<file path="config.mk">
export PLATFORM = sky130hd
export DESIGN_NAME = mem_arbiter_flat
export DESIGN_NICKNAME = d
export VERILOG_FILES = /design/src/source/arb_pkg.sv /design/src/source/mem_bus_pkg.sv /design/src/source/mem_bus_if.sv /design/src/source/mem_arbiter.sv /design/src/flat_wrapper.sv
export SDC_FILE = /design/constraint.sdc
export NUM_CORES = 1
export LEC_CHECK = 0
export BUFFER_PORTS_ARGS = -buffer_cell sky130_fd_sc_hd__buf_2
export CAP_MARGIN = 20
export CORE_MARGIN = 2
export CORE_UTILIZATION = 37
export CTS_CLUSTER_DIAMETER = 60
export DETAILED_ROUTE_END_ITERATION = 12
export GPL_TIMING_DRIVEN = 0
export PLACE_DENSITY_LB_ADDON = 0.12
export SYNTH_ARGS = -nofsm -noshare
export SYNTH_HDL_FRONTEND = slang
export SYNTH_SLANG_ARGS = --single-unit
export TNS_END_PERCENT = 1
</file>
<file path="constraint.sdc">
create_clock -name clk -period 1.6 [get_ports clk]
set_input_delay 0.08 -clock clk [delete_from_list [all_inputs] [get_ports clk]]
set_output_delay 0.08 -clock clk [all_outputs]
set_load 0.05 [all_outputs]
</file>
<file path="src/source/arb_pkg.sv">
// Two requesters only; state encoding is binary and never leaves idle without a pending access
package arb_pkg;

    // ====================
    // Requester identity
    // ====================

    // Also used to record which side was served last
    typedef enum logic {
        cpu   = 1'b0,
        video = 1'b1
    } requester_t;

    // ====================
    // Arbiter FSM
    // ====================

    typedef enum logic [1:0] {
        idle          = 2'd0,
        serving_cpu   = 2'd1,
        serving_video = 2'd2
    } arb_state_t;

endpackage

</file>
<file path="src/source/mem_bus_pkg.sv">
// Word-addressed 16-bit bus; the back end decodes only the low address bits and wraps above mem_words
package mem_bus_pkg;

    // ====================
    // Bus format
    // ====================

    // Word address covers byte address bits 19 down to 1
    localparam int addr_width = 19;
    localparam int data_width = 16;

    // Bit 0 selects the low byte
    localparam int sel_width = 2;

    // ====================
    // Back-end model
    // ====================

    localparam int mem_words = 4096;
    localparam int mem_index_width = $clog2(mem_words);

    // Cycles between seeing an access and raising ack
    localparam int wait_states = 2;
    localparam int wait_cnt_width = $clog2(wait_states + 1);

    typedef logic [wait_cnt_width-1:0] wait_cnt_t;

endpackage
</file>
<file path="src/source/mem_bus_if.sv">
// Access/ack bus with one access in flight; rdata is only meaningful while ack is high
`timescale 1ns/1ps

interface mem_bus_if;

    // Word address and data
    logic [mem_bus_pkg::addr_width:1]   addr;
    logic [mem_bus_pkg::data_width-1:0] wdata;
    logic [mem_bus_pkg::data_width-1:0] rdata;

    // Handshake and access qualifiers
    logic                              access;
    logic                              wr_en;
    logic [mem_bus_pkg::sel_width-1:0] bytesel;
    logic                              ack;

    // Side that starts an access and holds it until ack
    modport requester (
        output addr,
        output wdata,
        output access,
        output wr_en,
        output bytesel,
        input  rdata,
        input  ack
    );

    // Side that answers with a one-cycle ack
    modport responder (
        input  addr,
        input  wdata,
        input  access,
        input  wr_en,
        input  bytesel,
        output rdata,
        output ack
    );

endinterface

</file>
<file path="src/source/mem_arbiter.sv">
// Round-robin between two requesters; each requester sees ack one cycle after the memory ack
`timescale 1ns/1ps

module mem_arbiter (
    input  logic         clk,
    input  logic         reset,
    mem_bus_if.responder cpu,
    mem_bus_if.responder video,
    mem_bus_if.requester mem,
    output logic         video_owns_bus
);

    arb_pkg::arb_state_t state;
    arb_pkg::requester_t last_served;
    arb_pkg::requester_t winner;
    arb_pkg::requester_t grant;

    logic cpu_req;
    logic video_req;
    logic any_req;

    // Registered responses back to each requester
    logic                               cpu_ack_q;
    logic                               video_ack_q;
    logic [mem_bus_pkg::data_width-1:0] cpu_rdata_q;
    logic [mem_bus_pkg::data_width-1:0] video_rdata_q;

    // ====================
    // Winner selection
    // ====================

    // A requester is still holding access during its own ack cycle
    // so it is masked until it has seen ack
    assign cpu_req   = cpu.access && !cpu_ack_q;
    assign video_req = video.access && !video_ack_q;
    assign any_req   = cpu_req || video_req;

    always_comb begin
        if (cpu_req && video_req) begin
            // Tie goes to the side not served last
            winner = (last_served == arb_pkg::cpu) ? arb_pkg::video : arb_pkg::cpu;
        end else if (video_req) begin
            winner = arb_pkg::video;
        end else begin
            winner = arb_pkg::cpu;
        end
    end

    // ====================
    // Grant FSM
    // ====================

    always_ff @(posedge clk or posedge reset) begin
        if (reset) begin
            state       <= arb_pkg::idle;
            // CPU wins the first tie
            last_served <= arb_pkg::video;
        end else begin
            case (state)
                arb_pkg::idle: begin
                    if (any_req) begin
                        state <= (winner == arb_pkg::video) ? arb_pkg::serving_video
                                                            : arb_pkg::serving_cpu;
                    end
                end
                arb_pkg::serving_cpu: begin
                    if (mem.ack) begin
                        state       <= arb_pkg::idle;
                        last_served <= arb_pkg::cpu;
                    end
                end
                arb_pkg::serving_video: begin
                    if (mem.ack) begin
                        state       <= arb_pkg::idle;
                        last_served <= arb_pkg::video;
                    end
                end
                default: state <= arb_pkg::idle;
            endcase
        end
    end

    // ====================
    // Memory side steering
    // ====================

    assign grant = (state == arb_pkg::serving_video) ? arb_pkg::video : arb_pkg::cpu;

    // Access drops in the cycle after the memory ack
    assign mem.access  = (state != arb_pkg::idle);
    assign mem.addr    = (grant == arb_pkg::video) ? video.addr : cpu.addr;
    assign mem.wdata   = (grant == arb_pkg::video) ? video.wdata : cpu.wdata;
    assign mem.wr_en   = (grant == arb_pkg::video) ? video.wr_en : cpu.wr_en;
    assign mem.bytesel = (grant == arb_pkg::video) ? video.bytesel : cpu.bytesel;

    // ====================
    // Response registers
    // ====================

    // Data is captured with the ack so both reach the requester together
    always_ff @(posedge clk or posedge reset) begin
        if (reset) begin
            cpu_ack_q     <= 1'b0;
            video_ack_q   <= 1'b0;
            cpu_rdata_q   <= '0;
            video_rdata_q <= '0;
        end else begin
            cpu_ack_q     <= (state == arb_pkg::serving_cpu) && mem.ack;
            video_ack_q   <= (state == arb_pkg::serving_video) && mem.ack;
            cpu_rdata_q   <= ((state == arb_pkg::serving_cpu) && mem.ack) ? mem.rdata : '0;
            video_rdata_q <= ((state == arb_pkg::serving_video) && mem.ack) ? mem.rdata : '0;
        end
    end

    assign cpu.ack     = cpu_ack_q;
    assign cpu.rdata   = cpu_rdata_q;
    assign video.ack   = video_ack_q;
    assign video.rdata = video_rdata_q;

    // Display priority hint, also raised while a video request waits in idle
    assign video_owns_bus = (state == arb_pkg::serving_video) ||
                            ((state == arb_pkg::idle) && video.access);

endmodule

</file>
<file path="src/flat_wrapper.sv">
// flat-port wrapper written by rule: the top's interface ports become plain ports
module mem_arbiter_flat 
  (clk, reset, video_owns_bus, cpu_addr, cpu_wdata, cpu_access, cpu_wr_en, cpu_bytesel, cpu_rdata, cpu_ack, video_addr, video_wdata, video_access, video_wr_en, video_bytesel, video_rdata, video_ack, mem_addr, mem_wdata, mem_access, mem_wr_en, mem_bytesel, mem_rdata, mem_ack);
  mem_bus_if cpu_i ();
  mem_bus_if video_i ();
  mem_bus_if mem_i ();
  input  logic clk;
  input  logic reset;
  output logic video_owns_bus;
  input wire logic [$bits(cpu_i.addr)-1:0] cpu_addr;
  input wire logic [$bits(cpu_i.wdata)-1:0] cpu_wdata;
  input wire logic [$bits(cpu_i.access)-1:0] cpu_access;
  input wire logic [$bits(cpu_i.wr_en)-1:0] cpu_wr_en;
  input wire logic [$bits(cpu_i.bytesel)-1:0] cpu_bytesel;
  output wire logic [$bits(cpu_i.rdata)-1:0] cpu_rdata;
  output wire logic [$bits(cpu_i.ack)-1:0] cpu_ack;
  input wire logic [$bits(video_i.addr)-1:0] video_addr;
  input wire logic [$bits(video_i.wdata)-1:0] video_wdata;
  input wire logic [$bits(video_i.access)-1:0] video_access;
  input wire logic [$bits(video_i.wr_en)-1:0] video_wr_en;
  input wire logic [$bits(video_i.bytesel)-1:0] video_bytesel;
  output wire logic [$bits(video_i.rdata)-1:0] video_rdata;
  output wire logic [$bits(video_i.ack)-1:0] video_ack;
  output wire logic [$bits(mem_i.addr)-1:0] mem_addr;
  output wire logic [$bits(mem_i.wdata)-1:0] mem_wdata;
  output wire logic [$bits(mem_i.access)-1:0] mem_access;
  output wire logic [$bits(mem_i.wr_en)-1:0] mem_wr_en;
  output wire logic [$bits(mem_i.bytesel)-1:0] mem_bytesel;
  input wire logic [$bits(mem_i.rdata)-1:0] mem_rdata;
  input wire logic [$bits(mem_i.ack)-1:0] mem_ack;
  assign cpu_i.addr = cpu_addr;
  assign cpu_i.wdata = cpu_wdata;
  assign cpu_i.access = cpu_access;
  assign cpu_i.wr_en = cpu_wr_en;
  assign cpu_i.bytesel = cpu_bytesel;
  assign cpu_rdata = cpu_i.rdata;
  assign cpu_ack = cpu_i.ack;
  assign video_i.addr = video_addr;
  assign video_i.wdata = video_wdata;
  assign video_i.access = video_access;
  assign video_i.wr_en = video_wr_en;
  assign video_i.bytesel = video_bytesel;
  assign video_rdata = video_i.rdata;
  assign video_ack = video_i.ack;
  assign mem_addr = mem_i.addr;
  assign mem_wdata = mem_i.wdata;
  assign mem_access = mem_i.access;
  assign mem_wr_en = mem_i.wr_en;
  assign mem_bytesel = mem_i.bytesel;
  assign mem_i.rdata = mem_rdata;
  assign mem_i.ack = mem_ack;
  mem_arbiter u_core (.clk(clk), .reset(reset), .cpu(cpu_i), .video(video_i), .mem(mem_i), .video_owns_bus(video_owns_bus));
endmodule
</file>
=== After elaboration in Yosys (flattened, before gate mapping) ===
Index checks and enable logic that the tools add are counted.

* Word-level logic and storage cells: 45
* Bits of input ports: 97
* Output and inout port bits: 74
* Register bits: 37

* Eq/ne operators: 6
* Multiplexer cells: 17
* Reduce and logical (&&, ||, !) cells: 16

{| class="wikitable"
|+ Operators with widths
! operator !! number
|-
| 2-to-1 mux 16 bit || 3
|-
| 2-to-1 mux 19 bit || 1
|-
| 2-to-1 mux 2 bit || 4
|-
| 2-to-1 mux 1 bit || 7
|-
| logical AND 1 bit || 6
|-
| != test 2 x 1 -> 1 bit, second input constant || 2
|-
| != test 2 bit, second input constant || 2
|-
| one-hot mux 2 bit (2 select lines) || 1
|-
| nonzero test 2 bit || 2
|-
| AND reduction 3 bit || 1
|-
| equality test 2 x 1 -> 1 bit, second input constant || 1
|-
| equality test 2 bit, second input constant || 1
|-
| logical NOT 1 bit || 2
|-
| logical NOT 2 bit || 1
|-
| logical OR 1 bit || 2
|-
| one-hot mux 1 bit (2 select lines) || 1
|-
| AND reduction 2 bit || 1
|-
| OR reduction 2 bit || 1
|}

=== Longest topological paths before layout ===
* Depth in word-level cells: 7
* Gate-level depth with buffers: 5
* Depth with buffers taken out: 5

=== Least setup slack after synthesis ===
Ideal clock, no wire load.

* Kind: register to output
* Start: reg u_core.state[0]
* End: out mem_addr[0]
* Stages on the path, launching flop included: 5
* Path buffers: 1
* Slack: 150 ps
* Data arrival time: 1,370 ps
* Path through: dfrtp_1 inv_1 ha_1 buf_2 mux2_2

* Longest elaborated chain between the ends: 3

{| class="wikitable"
|+ RTL lines
! item !! RTL line !! text
|-
| from (decl) || mem_arbiter.sv:13 || <nowiki>arb_pkg::arb_state_t state;</nowiki>
|-
| from (signal assigned) || mem_arbiter.sv:55 || <nowiki>state <= arb_pkg::idle;</nowiki>
|-
| from (signal assigned) || mem_arbiter.sv:62 || <nowiki>state <= (winner == arb_pkg::video) ? arb_pkg::serving_video</nowiki>
|-
| from (signal assigned) || mem_arbiter.sv:68 || <nowiki>state <= arb_pkg::idle;</nowiki>
|-
| equality test 2 bit || mem_arbiter.sv:87 || <nowiki>assign grant = (state == arb_pkg::serving_video) ? arb_pkg::video : arb_pkg::cpu;</nowiki>
|-
| 2-to-1 mux 1 bit || mem_arbiter.sv:87 ||
|-
| via u_core.grant || mem_arbiter.sv:16 || <nowiki>arb_pkg::requester_t grant;</nowiki>
|-
| 2-to-1 mux 19 bit || mem_arbiter.sv:91 || <nowiki>assign mem.addr = (grant == arb_pkg::video) ? video.addr : cpu.addr;</nowiki>
|-
| to (decl) || flat_wrapper.sv:24 || <nowiki>output wire logic [$bits(mem_i.addr)-1:0] mem_addr;</nowiki>
|}

The timed path passes the listed nets, and every way through them passes these cells.

=== Worst setup path in the final report ===
* Start: reg u_core.state[0]
* End: out mem_wdata[6]

* Longest elaborated chain between the ends: 3

{| class="wikitable"
|+ RTL lines
! item !! RTL line !! text
|-
| equality test 2 bit || mem_arbiter.sv:87 ||
|-
| 2-to-1 mux 1 bit || mem_arbiter.sv:87 ||
|-
| via u_core.grant || mem_arbiter.sv:16 ||
|-
| 2-to-1 mux 16 bit || mem_arbiter.sv:92 || <nowiki>assign mem.wdata = (grant == arb_pkg::video) ? video.wdata : cpu.wdata;</nowiki>
|-
| to (decl) || flat_wrapper.sv:25 || <nowiki>output wire logic [$bits(mem_i.wdata)-1:0] mem_wdata;</nowiki>
|}

The timed path passes the listed nets, and every way through them passes these cells.

==> flow_metrics.py <==
metrics = {
    "run_status": {
        "outcome": "finished with violations",
        "failed_checks": "negative setup slack",
    },
    "timing": {
        "min_period_ns": 1.696,
        "setup_viol": 38,
        "rsz0062_at_grt": "true",
        "fmax_mhz": 589.5,
        "slew_headroom_pct": 61.75,
        "hold_ws_ns": 0.05545,
        "final_hold_viol_count": 0,
        "tightest_slew_ns": 0.5732,
        "finalCritPeriodShare_pct": 106.0,
        "finClkSkew_ns": 0.006663,
        "setup_slack_ns": -0.09649,
        "finalMaxSlewViolations": 0,
    },
    "critical_path": {
        "worstSetupEndpointType": "primary output",
        "critPathMaxFanout": 10,
        "startpoint_type": "flop",
        "crit_start": "u_core.state[0]",
        "crit_slowest_cell": "dfrtp_1",
        "cpPeakStageDelay_ns": 0.39,
        "path_delay_family": "buffers and inverters",
        "path_buf_inv": 3,
        "crit_type": "reg2out",
        "crit_chain": "inv_2 -> ha_4 -> buf_6 -> mux2_2 -> buf_4",
        "r2r-start": "u_core.state[1]",
        "required_ns": 1.52,
        "arrival_ns": 1.62,
    },
    "clock_network": {
        "cts_root_buffer": "clkbuf_8",
        "cts_tree": "yes",
        "cts_buffers": 5,
        "ctsLongestPathBuffers": 2,
        "htreeDepth": 2,
        "cts_sinks": 37,
        "cts.clk_slew.worst_paths_ns": 0.07,
        "clk_latency_ns": 0.27,
    },
    "drt": {
        "via_per_inst": 4.471,
        "drtAntennaViolNets": 0,
        "drcViolationCount": 0,
        "drt_iter0_markers": 70,
        "firstDrtPassIters": 2,
        "wl_mm": 5.548,
        "wl_per_cell_um": 14.19,
        "vias": 1748,
    },
    "placement": {
        "routabilityCongestion": 0.7841,
        "dp_hpwl_mm": 4.200,
        "placed_cells": 381,
        "portBuffers": 170,
    },
    "hold_path": {
        "worstHoldPathType": "in2reg",
        "min_from": "mem_rdata[8]",
    },
    "synth": {
        "synth_area_leader_cell": "dfrtp_1",
        "synth_cell_types": 19,
        "synth.area.top_cells": "dfrtp_1 50%, mux2_2 24%, and3_1 9.7%",
        "syn_area_mm2": 0.001809,
        "synth-seq-cells": 37,
        "synth_top_cell_area_share_pct": 49.79,
        "syn_area_per_cell_um2": 12.65,
        "synth_edf_count": 0,
        "post-synth-top-count-cell": "mux2_2",
        "syn_inst": 143,
        "synth_nets": 245,
        "async_flop_share_pct": 100.0,
        "synthTopCellsByCount": "38 x mux2_2, 36 x dfrtp_1, 28 x and3_1",
        "ys_seq_area_share_pct": 51.24,
        "synth_warnings": 0,
        "synthFlopType": "dfrtp_1",
    },
    "final_layout": {
        "seq_area_um2": 927.1,
        "layout.nets": 426,
        "num-fill-cells": 389,
        "instances_no_fill": 391,
        "multiInputGateArea_um2": 843.3,
        "syn2layout_area_growth_pct": 69.92,
        "antenna_cells": 0,
        "utilization_pct": 65.09,
        "drive_gt1_share_pct": 73.15,
    },
    "power_and_ir_drop": {
        "ir_worst_vdd_v": 0.0009213,
        "leakage_nw": 1.824,
        "power_density_mw_per_mm2": 1596,
    },
    "global_route": {
        "grt_pass1_vias": 1642,
        "grt_pass1_wl_mm": 7.583,
        "antenna_found_initial": 0,
        "overflow": 0,
        "grt_max_degree": 25,
        "grt_usage_pct": 17.97,
    },
    "run": {
        "cap_violations": 0,
    },
    "die": {
        "die_area_mm2": 0.005465,
        "io_pins": 171,
        "num_rows": 25,
        "die_h_um": 73.93,
        "die_x_um": 73.93,
        "core_area_mm2": 0.004723,
        "initial_core_util_pct": 38.30,
    },
}
## kinds of logic (layout without fill, tap and decap cells)
logic type,Yosys count,in the layout,share of synthesized area (%)
muxes,38,38,23.65
and+or+nand+nor,40,40,14.38
DFF,37,37,51.24
buffers and inverters,15,196,3.527
AOI/OAI and AO/OA,8,8,3.735
adders and majority gates,5,5,3.458
## cells in the final DEF, fill, tap and decap left out, drive strengths merged
cell type    instances
buf                179
mux2                38
dfrtp               36
and3                32
clkbuf              10
inv                  6
ha                   5
nand2b               3
and2                 2
o21ai                2
nor2                 2
a21oi                2
o32ai                2
a21o                 1
a21boi               1
nor2b                1
dlygate4sd3          1
dfstp                1
## flip-flops by register name (all words and copies together), names as in the netlist
name	flops
u_core.state	2
u_core.cpu.ack	1
u_core.video.ack	1
u_core.last_served	1
u_core.video.rdata	16
u_core.cpu.rdata	16
## through the flow
step	setup slack (ns)	setup TNS, ns	total power [mW]	instance area (µm²)
CTS	-0.09570	-3.068	4.835	3020
global route	-0.1773	-5.883	5.142	3074
finish	-0.09649	-2.721	4.908	3074
detailed placement	-0.09607	-2.950	3.926	2771
global placement	-0.09651	-2.952	3.903	2744
floorplan	0.1503	0	3.313	1809
## worst reg2reg max path: stages (launching register included)
cell and delay [ns]:
dfrtp_1 0.42, inv_1 0.19, ha_4 0.23, nor2b_2 0.16, nand2b_4 0.15, o32ai_2 0.23
## cell type report
type,count,area share (%)
Buffer,9,2.361
Sequential cell,37,30.16
Timing Repair Buffer,174,33.78
Multi-Input combinational cell,91,27.43
Inverter,6,0.7326
Tap cell,67,2.727
Clock buffer,7,2.808
## layer usage
metal  up-vias  share of wire (%)  GRT usage (%)
met5         -                  0              0
met4         0               0.49          3.636
met3         2                4.7          3.429
met2        74                 53          29.46
met1       811                 42          24.91
li1        861                  -              -
## what timing repair did
| item | 4_1_cts | 5_1_grt |
|---|---|---|
| setup buffers | 2 | 0 |
| hold buffers | 1 | 0 |
| hold endpoints to repair | 13 | 0 |
| resized for setup | 51 | 16 |
| setup endpoints to repair | 39 | 59 |
## report_power, final
part           switching (mW)  internal, mW
Clock                   0.279         0.341
Sequential             0.0497          1.07
Combinational            2.02          1.15
Total                    2.35          2.56
## path summary, 6_finish.rpt
kind,endpoint,slack (ns),cells after the start
worst min register to register,u_core.last_served,0.53,2
worst max register to register,u_core.state[0],0.13,5
worst max-delay path,mem_wdata[6],-0.1,5
worst min-delay path,u_core.video.rdata[8],0.06,2
max in group asynchronous,u_core.last_served,0.60,4
min in group asynchronous,u_core.video.rdata[6],0.42,3
Note: power is estimated with default switching activity, not from simulation.
